$ cat config.mk
export PLATFORM = sky130hd
export DESIGN_NAME = gat_engine
export DESIGN_NICKNAME = d
export VERILOG_FILES = /design/src/common/gat_pkg.sv /design/src/common/stage_if.sv /design/src/rtl/gat_ctrl.sv /design/src/rtl/spmm_unit.sv /design/src/rtl/weight_act_unit.sv /design/src/rtl/aggr_unit.sv /design/src/rtl/debug_monitor.sv /design/src/rtl/gat_engine.sv
export SDC_FILE = /design/constraint.sdc
export NUM_CORES = 2
export LEC_CHECK = 0
export BUFFER_PORTS_ARGS = -buffer_cell sky130_fd_sc_hd__buf_2
export CORE_MARGIN = 2
export CORE_UTILIZATION = 40
export CTS_BUF_LIST = sky130_fd_sc_hd__clkbuf_4 sky130_fd_sc_hd__clkbuf_8
export DETAILED_ROUTE_END_ITERATION = 6
export HOLD_SLACK_MARGIN = 0.05
export PLACE_DENSITY = 0.63
export SYNTH_ARGS = -nofsm -noshare
export SYNTH_HDL_FRONTEND = slang
export SYNTH_SLANG_ARGS = --single-unit
$ cat constraint.sdc
create_clock -name clk -period 6.75 [get_ports clk]
set_input_delay 1.0125 -clock clk [delete_from_list [all_inputs] [get_ports clk]]
set_output_delay 1.0125 -clock clk [all_outputs]
set_load 0.05 [all_outputs]
$ cat src/common/gat_pkg.sv
package gat_pkg;

  // Bus types
  typedef logic [7:0]  wb_addr_t;
  typedef logic [31:0] wb_data_t;

  // Datapath types
  typedef logic [3:0]         node_t;
  typedef logic signed [7:0]  feat_t;
  typedef logic signed [7:0]  weight_t;
  typedef logic signed [7:0]  val_t;
  typedef logic signed [31:0] acc_t;

  // Issue v/r, gather v/r, act v/r from the top bit down
  typedef logic [5:0] dbg_flags_t;

  typedef enum logic [1:0] {
    IDLE,
    ISSUE,
    DRAIN,
    DONE
  } ctrl_state_e;

  localparam int NUM_NODES = 2 ** $bits(node_t);

  // Register map
  localparam wb_addr_t REG_CTRL        = 8'h00;
  localparam wb_addr_t REG_WEIGHT      = 8'h01;
  localparam wb_addr_t REG_ENTRY       = 8'h02;
  localparam wb_addr_t FEAT_BASE       = 8'h10;
  localparam wb_addr_t RESULT_BASE     = 8'h20;
  localparam wb_addr_t REG_DBG_FLAGS   = 8'h30;
  localparam wb_addr_t REG_DBG_COUNT   = 8'h31;
  localparam wb_addr_t REG_DBG_CAPTURE = 8'h32;

endpackage

$ cat src/common/stage_if.sv
`timescale 1ns/1ps

interface stage_if;
  import gat_pkg::*;

  logic  valid;
  logic  ready;
  node_t row;
  acc_t  data;

  modport source (
    output valid,
    output row,
    output data,
    input  ready
  );

  modport sink (
    input  valid,
    input  row,
    input  data,
    output ready
  );

  modport monitor (
    input valid,
    input ready,
    input row,
    input data
  );

endinterface

$ cat src/rtl/gat_ctrl.sv
`timescale 1ns/1ps

module gat_ctrl #(
  parameter int MAX_ENTRIES = 32
) (
  input  logic              clk,
  input  logic              rst_n,
  input  logic              wb_cyc_i,
  input  logic              wb_stb_i,
  input  logic              wb_we_i,
  input  gat_pkg::wb_addr_t wb_adr_i,
  input  gat_pkg::wb_data_t wb_dat_i,
  output logic              wb_ack_o,
  output gat_pkg::wb_data_t wb_dat_o,
  output gat_pkg::weight_t  weight_o,
  output logic              start_o,
  output logic              feat_we_o,
  output gat_pkg::node_t    feat_addr_o,
  output gat_pkg::feat_t    feat_wdata_o,
  input  gat_pkg::feat_t    feat_rdata_i,
  output gat_pkg::node_t    result_addr_o,
  input  gat_pkg::acc_t     result_rdata_i,
  output logic [1:0]        dbg_sel_o,
  input  gat_pkg::wb_data_t dbg_rdata_i,
  input  logic              pipe_idle_i,
  stage_if.source           issue_link
);
  import gat_pkg::*;

  localparam int CNT_W = $clog2(MAX_ENTRIES + 1);
  localparam int IDX_W = $clog2(MAX_ENTRIES);

  ctrl_state_e      state_q;
  logic [CNT_W-1:0] entry_cnt_q;
  logic [CNT_W-1:0] issue_ptr_q;
  logic             list_stale_q;
  logic             start_q;
  weight_t          weight_q;
  logic             access;
  logic             wr_access;
  logic             busy;
  logic             done;
  logic             push_ok;
  logic [IDX_W-1:0] push_idx;
  logic [IDX_W-1:0] rd_idx;
  logic             issue_fire;
  wb_data_t         rdata;

  node_t row_mem [MAX_ENTRIES];
  node_t col_mem [MAX_ENTRIES];
  val_t  val_mem [MAX_ENTRIES];

  assign access    = wb_cyc_i && wb_stb_i && !wb_ack_o;
  assign wr_access = access && wb_we_i;
  assign busy      = (state_q == ISSUE) || (state_q == DRAIN);
  assign done      = (state_q == DONE);
  assign start_o   = start_q;
  assign weight_o  = weight_q;

  // Feature, result and debug ports follow the bus address
  assign feat_we_o     = wr_access && (wb_adr_i[7:4] == FEAT_BASE[7:4]);
  assign feat_addr_o   = wb_adr_i[3:0];
  assign feat_wdata_o  = feat_t'(wb_dat_i[7:0]);
  assign result_addr_o = wb_adr_i[3:0];
  assign dbg_sel_o     = wb_adr_i[1:0];

  // A stale list restarts at slot zero
  assign push_ok  = wr_access && (wb_adr_i == REG_ENTRY) && !busy &&
                    (list_stale_q || (entry_cnt_q != CNT_W'(MAX_ENTRIES)));
  assign push_idx = list_stale_q ? '0 : entry_cnt_q[IDX_W-1:0];

  always_ff @(posedge clk) begin
    if (push_ok) begin
      row_mem[push_idx] <= wb_dat_i[23:20];
      col_mem[push_idx] <= wb_dat_i[19:16];
      val_mem[push_idx] <= val_t'(wb_dat_i[7:0]);
    end
  end

  // Entry layout on the link mirrors the register layout
  assign rd_idx          = issue_ptr_q[IDX_W-1:0];
  assign issue_link.valid = (state_q == ISSUE) && (issue_ptr_q != entry_cnt_q);
  assign issue_link.row  = row_mem[rd_idx];
  assign issue_link.data = {12'd0, col_mem[rd_idx], 8'd0, val_mem[rd_idx]};
  assign issue_fire      = issue_link.valid && issue_link.ready;

  always_comb begin
    rdata = '0;
    if (wb_adr_i == REG_CTRL) begin
      rdata = {30'd0, done, busy};
    end else if (wb_adr_i == REG_WEIGHT) begin
      rdata = {24'd0, weight_q};
    end else if (wb_adr_i == REG_ENTRY) begin
      rdata = wb_data_t'(entry_cnt_q);
    end else if (wb_adr_i[7:4] == FEAT_BASE[7:4]) begin
      rdata = {24'd0, feat_rdata_i};
    end else if (wb_adr_i[7:4] == RESULT_BASE[7:4]) begin
      rdata = result_rdata_i;
    end else if ((wb_adr_i >= REG_DBG_FLAGS) && (wb_adr_i <= REG_DBG_CAPTURE)) begin
      rdata = dbg_rdata_i;
    end
  end

  always_ff @(posedge clk or negedge rst_n) begin
    if (!rst_n) begin
      state_q      <= IDLE;
      wb_ack_o     <= 1'b0;
      wb_dat_o     <= '0;
      start_q      <= 1'b0;
      weight_q     <= '0;
      entry_cnt_q  <= '0;
      issue_ptr_q  <= '0;
      list_stale_q <= 1'b0;
    end else begin
      wb_ack_o <= access;
      if (access && !wb_we_i) begin
        wb_dat_o <= rdata;
      end
      start_q <= wr_access && (wb_adr_i == REG_CTRL) && wb_dat_i[0] && !busy;
      if (wr_access && (wb_adr_i == REG_WEIGHT)) begin
        weight_q <= weight_t'(wb_dat_i[7:0]);
      end
      if (push_ok) begin
        entry_cnt_q  <= list_stale_q ? CNT_W'(1) : entry_cnt_q + 1'b1;
        list_stale_q <= 1'b0;
      end

      case (state_q)
        IDLE, DONE: begin
          if (start_q) begin
            state_q     <= ISSUE;
            issue_ptr_q <= '0;
            // No new pushes since the last run means an empty list
            if (list_stale_q) begin
              entry_cnt_q  <= '0;
              list_stale_q <= 1'b0;
            end
          end
        end
        ISSUE: begin
          if (issue_fire) begin
            issue_ptr_q <= issue_ptr_q + 1'b1;
          end else if (issue_ptr_q == entry_cnt_q) begin
            state_q <= DRAIN;
          end
        end
        DRAIN: begin
          if (pipe_idle_i) begin
            state_q      <= DONE;
            list_stale_q <= 1'b1;
          end
        end
        default: state_q <= IDLE;
      endcase
    end
  end

endmodule

$ cat src/rtl/spmm_unit.sv
`timescale 1ns/1ps

module spmm_unit (
  input  logic           clk,
  input  logic           rst_n,
  input  logic           feat_we_i,
  input  gat_pkg::node_t feat_addr_i,
  input  gat_pkg::feat_t feat_wdata_i,
  output gat_pkg::feat_t feat_rdata_o,
  stage_if.sink          issue_link,
  stage_if.source        gather_link
);
  import gat_pkg::*;

  feat_t feat_mem [NUM_NODES];

  logic  out_valid_q;
  node_t out_row_q;
  acc_t  out_data_q;
  node_t col;
  val_t  val;
  feat_t feat;
  logic  take;

  always_ff @(posedge clk) begin
    if (feat_we_i) begin
      feat_mem[feat_addr_i] <= feat_wdata_i;
    end
  end

  assign feat_rdata_o = feat_mem[feat_addr_i];

  // Column and value unpacked from the entry word
  assign col  = issue_link.data[19:16];
  assign val  = val_t'(issue_link.data[7:0]);
  assign feat = feat_mem[col];

  // Accept when empty or emptying this cycle
  assign issue_link.ready = !out_valid_q || gather_link.ready;
  assign take             = issue_link.valid && issue_link.ready;

  always_ff @(posedge clk or negedge rst_n) begin
    if (!rst_n) begin
      out_valid_q <= 1'b0;
    end else if (take) begin
      out_valid_q <= 1'b1;
    end else if (gather_link.ready) begin
      out_valid_q <= 1'b0;
    end
  end

  always_ff @(posedge clk) begin
    if (take) begin
      out_row_q  <= issue_link.row;
      out_data_q <= acc_t'(val) * acc_t'(feat);
    end
  end

  assign gather_link.valid = out_valid_q;
  assign gather_link.row   = out_row_q;
  assign gather_link.data  = out_data_q;

endmodule

$ cat src/rtl/weight_act_unit.sv
`timescale 1ns/1ps

module weight_act_unit (
  input  logic             clk,
  input  logic             rst_n,
  input  gat_pkg::weight_t weight_i,
  stage_if.sink            gather_link,
  stage_if.source          act_link
);
  import gat_pkg::*;

  logic  out_valid_q;
  node_t out_row_q;
  acc_t  out_data_q;
  acc_t  prod;
  acc_t  act;
  logic  take;

  assign prod = gather_link.data * acc_t'(weight_i);

  // Leaky style activation, negative side scaled by a quarter
  assign act = prod[31] ? (prod >>> 2) : prod;

  assign gather_link.ready = !out_valid_q || act_link.ready;
  assign take              = gather_link.valid && gather_link.ready;

  always_ff @(posedge clk or negedge rst_n) begin
    if (!rst_n) begin
      out_valid_q <= 1'b0;
    end else if (take) begin
      out_valid_q <= 1'b1;
    end else if (act_link.ready) begin
      out_valid_q <= 1'b0;
    end
  end

  always_ff @(posedge clk) begin
    if (take) begin
      out_row_q  <= gather_link.row;
      out_data_q <= act;
    end
  end

  assign act_link.valid = out_valid_q;
  assign act_link.row   = out_row_q;
  assign act_link.data  = out_data_q;

endmodule

$ cat src/rtl/aggr_unit.sv
`timescale 1ns/1ps

module aggr_unit (
  input  logic           clk,
  input  logic           rst_n,
  input  logic           start_i,
  input  gat_pkg::node_t rd_addr_i,
  output gat_pkg::acc_t  rd_data_o,
  output logic           idle_o,
  stage_if.sink          act_link
);
  import gat_pkg::*;

  acc_t acc_mem [NUM_NODES];

  logic  wr_pending_q;
  node_t wr_row_q;
  acc_t  wr_sum_q;
  logic  take;

  // Ready drops for the write-back cycle
  assign act_link.ready = !wr_pending_q;
  assign take           = act_link.valid && act_link.ready;
  assign idle_o         = !wr_pending_q;

  always_ff @(posedge clk or negedge rst_n) begin
    if (!rst_n) begin
      wr_pending_q <= 1'b0;
    end else begin
      wr_pending_q <= take;
    end
  end

  // Read phase
  always_ff @(posedge clk) begin
    if (take) begin
      wr_row_q <= act_link.row;
      wr_sum_q <= acc_mem[act_link.row] + act_link.data;
    end
  end

  // Write phase, or clear of all rows on start
  always_ff @(posedge clk) begin
    if (start_i) begin
      for (int i = 0; i < NUM_NODES; i++) begin
        acc_mem[i] <= '0;
      end
    end else if (wr_pending_q) begin
      acc_mem[wr_row_q] <= wr_sum_q;
    end
  end

  assign rd_data_o = acc_mem[rd_addr_i];

endmodule

$ cat src/rtl/debug_monitor.sv
`timescale 1ns/1ps

module debug_monitor #(
  parameter int CAPTURE_IDX = 5
) (
  input  logic              clk,
  input  logic              rst_n,
  input  logic              clear_i,
  input  logic [1:0]        sel_i,
  output gat_pkg::wb_data_t rdata_o,
  stage_if.monitor          issue_link,
  stage_if.monitor          gather_link,
  stage_if.monitor          act_link
);
  import gat_pkg::*;

  dbg_flags_t flags_q;
  dbg_flags_t seen;
  logic       armed_q;
  wb_data_t   act_cnt_q;
  wb_data_t   gather_cnt_q;
  wb_data_t   capture_q;
  logic       gather_fire;
  logic       act_fire;

  assign seen = {issue_link.valid, issue_link.ready,
                 gather_link.valid, gather_link.ready,
                 act_link.valid, act_link.ready};

  assign gather_fire = gather_link.valid && gather_link.ready;
  assign act_fire    = act_link.valid && act_link.ready;

  always_ff @(posedge clk or negedge rst_n) begin
    if (!rst_n) begin
      armed_q      <= 1'b0;
      flags_q      <= '0;
      act_cnt_q    <= '0;
      gather_cnt_q <= '0;
      capture_q    <= '0;
    end else if (clear_i) begin
      armed_q      <= 1'b1;
      flags_q      <= '0;
      act_cnt_q    <= '0;
      gather_cnt_q <= '0;
      capture_q    <= '0;
    end else begin
      // Idle readies are high out of reset, so flags wait for a start
      if (armed_q) begin
        flags_q <= flags_q | seen;
      end
      if (act_fire) begin
        act_cnt_q <= act_cnt_q + 1'b1;
      end
      if (gather_fire) begin
        gather_cnt_q <= gather_cnt_q + 1'b1;
        if (gather_cnt_q == wb_data_t'(CAPTURE_IDX)) begin
          capture_q <= gather_link.data;
        end
      end
    end
  end

  always_comb begin
    rdata_o = '0;
    if (sel_i == REG_DBG_FLAGS[1:0]) begin
      rdata_o = wb_data_t'(flags_q);
    end else if (sel_i == REG_DBG_COUNT[1:0]) begin
      rdata_o = act_cnt_q;
    end else if (sel_i == REG_DBG_CAPTURE[1:0]) begin
      rdata_o = capture_q;
    end
  end

endmodule

$ cat src/rtl/gat_engine.sv
`timescale 1ns/1ps

module gat_engine #(
  parameter int MAX_ENTRIES = 32,
  parameter int CAPTURE_IDX = 5
) (
  input  logic              clk,
  input  logic              rst_n,
  input  logic              wb_cyc_i,
  input  logic              wb_stb_i,
  input  logic              wb_we_i,
  input  gat_pkg::wb_addr_t wb_adr_i,
  input  gat_pkg::wb_data_t wb_dat_i,
  output logic              wb_ack_o,
  output gat_pkg::wb_data_t wb_dat_o
);
  import gat_pkg::*;

  weight_t    weight;
  logic       start;
  logic       feat_we;
  node_t      feat_addr;
  feat_t      feat_wdata;
  feat_t      feat_rdata;
  node_t      result_addr;
  acc_t       result_rdata;
  logic [1:0] dbg_sel;
  wb_data_t   dbg_rdata;
  logic       aggr_idle;
  logic       pipe_idle;

  stage_if issue_link ();
  stage_if gather_link ();
  stage_if act_link ();

  // Drained once both register stages and the accumulator are empty
  assign pipe_idle = aggr_idle && !gather_link.valid && !act_link.valid;

  gat_ctrl #(
    .MAX_ENTRIES (MAX_ENTRIES)
  ) u_ctrl (
    .clk            (clk),
    .rst_n          (rst_n),
    .wb_cyc_i       (wb_cyc_i),
    .wb_stb_i       (wb_stb_i),
    .wb_we_i        (wb_we_i),
    .wb_adr_i       (wb_adr_i),
    .wb_dat_i       (wb_dat_i),
    .wb_ack_o       (wb_ack_o),
    .wb_dat_o       (wb_dat_o),
    .weight_o       (weight),
    .start_o        (start),
    .feat_we_o      (feat_we),
    .feat_addr_o    (feat_addr),
    .feat_wdata_o   (feat_wdata),
    .feat_rdata_i   (feat_rdata),
    .result_addr_o  (result_addr),
    .result_rdata_i (result_rdata),
    .dbg_sel_o      (dbg_sel),
    .dbg_rdata_i    (dbg_rdata),
    .pipe_idle_i    (pipe_idle),
    .issue_link     (issue_link.source)
  );

  spmm_unit u_spmm (
    .clk          (clk),
    .rst_n        (rst_n),
    .feat_we_i    (feat_we),
    .feat_addr_i  (feat_addr),
    .feat_wdata_i (feat_wdata),
    .feat_rdata_o (feat_rdata),
    .issue_link   (issue_link.sink),
    .gather_link  (gather_link.source)
  );

  weight_act_unit u_weight_act (
    .clk         (clk),
    .rst_n       (rst_n),
    .weight_i    (weight),
    .gather_link (gather_link.sink),
    .act_link    (act_link.source)
  );

  aggr_unit u_aggr (
    .clk       (clk),
    .rst_n     (rst_n),
    .start_i   (start),
    .rd_addr_i (result_addr),
    .rd_data_o (result_rdata),
    .idle_o    (aggr_idle),
    .act_link  (act_link.sink)
  );

  debug_monitor #(
    .CAPTURE_IDX (CAPTURE_IDX)
  ) u_debug (
    .clk         (clk),
    .rst_n       (rst_n),
    .clear_i     (start),
    .sel_i       (dbg_sel),
    .rdata_o     (dbg_rdata),
    .issue_link  (issue_link.monitor),
    .gather_link (gather_link.monitor),
    .act_link    (act_link.monitor)
  );

endmodule

==> results.py <==
metrics = {
    "detailed_routing": {
        "drtIter0Drc": 5086,
        "wl_um": 209000,
        "dr.pass1.iters": 6,
        "antenna_left": 0,
        "wire_per_inst_um": 26.8,
        "viasPerCell": 5.80,
        "vias": 45100,
        "drc_errors": 0,
    },
    "floorplan": {
        "die_h_um": 432,
        "num_rows": 156,
        "core-area_mm2": 0.181,
        "start_util_pct": 40.4,
        "io_pins": 78,
        "die-area_mm2": 0.186,
        "die_x_um": 432,
    },
    "setup_path": {
        "reg2reg_to": "u_spmm.gather_link.data[30]",
        "rrSetupSlack_ns": -0.09,
        "path_max_fanout": 8,
        "cpPeakStageDelay_ns": 0.51,
        "reg2reg_depth": 28,
        "critPathKind": "reg -> reg",
        "worst_ep_required_time_ns": 7.47,
        "r2r_start": "u_ctrl.issue_ptr_q[0]",
        "cp_data_arrival_time_ns": 7.56,
        "cp_common_cell": "fa_1",
        "crit_slowest_cell": "mux4_2",
        "startpoint_type": "register",
        "crit_path_end_kind": "register",
    },
    "logic_synthesis": {
        "yosysUniqueCellTypes": 83,
        "synth.top_cell.area_share_pct": 51.0,
        "yosys-top-cells-count": "edfxtp_1, and2_1, mux4_2",
        "synthCells": 4878,
        "syn_avg_cell_area_um2": 15.0,
        "synth-main-ff-cell": "edfxtp_1",
        "synthArstFlopShare_pct": 10.5,
        "synth_area_leaders": "edfxtp_1, mux4_2, and2_1, dfrtp_1, fa_1",
        "seq_area_frac_synth_pct": 56.2,
        "synthesis.nets": 5207,
        "synth_edf_count": 1244,
        "synth_area_mm2": 0.0732,
        "synth_most_common_cell": "edfxtp_1",
        "synth.largest_area_cell": "edfxtp_1",
        "ys_warn_count": 0,
        "synth.ff_latch_count": 1395,
    },
    "global_route": {
        "grt_max_degree": 94,
        "antenna_found_initial": 10,
        "groute.usage.overall_pct": 22.4,
        "grt_pass1_vias": 45900,
        "grt_overflow": 0,
        "grt_pass1_wl_um": 306000,
    },
    "pwr": {
        "leakagePower_nw": 30.0,
        "total_power_w": 0.0493,
        "power.density_mw_per_mm2": 590,
        "vdd_drop_max_mv": 2.85,
    },
    "sta": {
        "max-slew-margin-rel_pct": 25.0,
        "period_share_pct": 101,
        "fin_skew_ns": 0.0994,
        "period_minus_slack_ns": 6.84,
        "worst_pin_slew_ns": 1.12,
        "setup_slack_ns": -0.0912,
        "fmax_mhz": 146,
        "rsz0062_at_grt": "true",
        "finalSetupViolCount": 2,
        "finalMaxSlewViolations": 0,
        "final_hold_viol_count": 0,
    },
    "run_status": {
        "violations": "setup timing",
        "status": "finished with violations",
    },
    "finish": {
        "fin_util_pct": 46.1,
        "seq_area_mm2": 0.0411,
        "multi_input_area_mm2": 0.0304,
        "area_growth_pct": 14.3,
        "layout-drive-gt1-share_pct": 28.0,
        "num-nets-final": 5534,
        "finalNonFillerCells": 7774,
        "fillers": 15700,
    },
    "clock_network": {
        "root_buffer": "clkbuf_8",
        "cts_sinks": 1395,
        "ctsHoldBuffers": 0,
        "htreeDepth": 4,
        "numCtsBuffers": 230,
        "path_clk_slew_ns": 0.06,
        "cts_tree": "built",
        "clockBufferDepth": 3,
        "clk_latency_ns": 1.06,
    },
    "placed_design": {
        "dp_hpwl_um": 130000,
        "dp.cells": 7316,
        "gp_congestion": 0.910,
        "port_buffers": 61,
    },
    "run": {
        "cap_violations": 0,
    },
    "hold_path": {
        "hold_path.class": "in -> async",
    },
}
timing repair:
action	in CTS	in global routing
pin swaps	44	23
setup endpoints to repair	6	6
buffers inserted	23	1
gates cloned	3	0
endpoints found under the hold margin	0	0
resized for setup	103	37
cell type report:
cell class / instances / share of cell area, %
inverter: 265 / 1.20
multi-input combinational: 2920 / 36.3
clock buffer: 337 / 4.84
timing repair buffer: 393 / 3.93
antenna: 4 / 0.0120
tap: 2370 / 3.55
clock inverter: 90 / 0.965
sequential: 1395 / 49.2
per-layer routing:
metal	vias up	track usage [%]	wire length, um
met2	2000	35.8	99500
li1	19200	-	-
met1	23500	30.8	85200
met5	-	0	50
met4	8	8.21	7120
met3	379	4.06	16800
critical path: cells and delay by family, from the launching register on:
family | cells | cell delay, ns
mux | 3 | 1.21
simple gates | 4 | 0.64
buf+inv | 10 | 1.20
xor+xnor | 1 | 0.15
compound gates | 5 | 0.66
flops | 1 | 0.44
fa+ha+maj | 5 | 2.14
where the power goes:
part	total (W)	internal [W]	leakage (nW)	switching [W]
clock network	0.00778	0.00417	2.57	0.00361
registers	0.0116	0.0108	13.5	0.000750
logic	0.0300	0.0153	13.9	0.0147
total	0.0493	0.0303	30.0	0.0190
cells in the final DEF (no fill, tap or decap), types with 42 or more instances in the layout:
cell type / count
a21oi_1: 96
xnor2_1: 54
inv_1: 256
nand3_1: 57
nand2_1: 205
a22oi_1: 87
clkbuf_8: 243
and2_1: 618
buf_2: 57
a22o_1: 52
edfxtp_1: 1244
mux2i_1: 76
xor2_1: 64
buf_4: 285
dfrtp_1: 142
nor2_1: 204
fa_1: 163
ha_1: 112
clkinv_1: 42
clkbuf_4: 95
mux4_2: 508
o21ai_0: 48
state kept, by name, indices dropped and copies added, names as in the netlist, 8 cells and up, named ones only:
signal                      count
u_aggr.wr_sum_q                32
u_debug.act_cnt_q              32
u_ctrl.row_mem                128
u_aggr.acc_mem                512
u_debug.capture_q              16
u_spmm.feat_mem               128
u_ctrl.col_mem                128
u_ctrl.val_mem                256
u_spmm.gather_link.data        16
u_ctrl.wb_dat_o                32
u_ctrl.weight_o                 8
u_debug.gather_cnt_q           32
u_weight_act.act_link.data     32
how the worst max path moves through the flow:
stage | from | to | slack [ns] | cells past startpoint
after CTS | u_ctrl.issue_ptr_q[0] | u_spmm.gather_link.data[30] | -0.04 | 24
after global placement | u_ctrl.issue_ptr_q[0] | u_spmm.gather_link.data[14] | -0.52 | 24
after detailed placement | u_ctrl.issue_ptr_q[0] | u_spmm.gather_link.data[14] | -0.49 | 24
final | u_ctrl.issue_ptr_q[0] | u_spmm.gather_link.data[30] | -0.09 | 28
after floorplan | u_ctrl.issue_ptr_q[0] | u_spmm.gather_link.data[14] | 0.11 | 27
after global routing | u_ctrl.issue_ptr_q[0] | u_spmm.gather_link.data[14] | -0.26 | 27
kinds of logic after synthesis:
logic type                 Yosys count  share of synthesized area [%]
DFF                               1395                           56.2
and+or+nand+nor                   1367                           10.1
muxes                              627                           17.4
buffers and inverters              563                           3.16
AOI/OAI and AO/OA                  523                           5.15
adders and majority gates          284                           6.56
xor gates and xnor gates           119                           1.42
through the flow:
step	hold WS (ns)	cell area (um^2)	worst slack [ns]	TNS [ns]
after floorplan	0.420	73200	0.113	0
after global placement	0.431	77900	-0.515	-1.80
after detailed placement	0.440	77900	-0.487	-1.79
after CTS	0.0652	83400	-0.0403	-0.0803
after global routing	0.135	83600	-0.261	-1.04
final	0.106	83600	-0.0912	-0.142
Power figures use the tool's default switching activity.
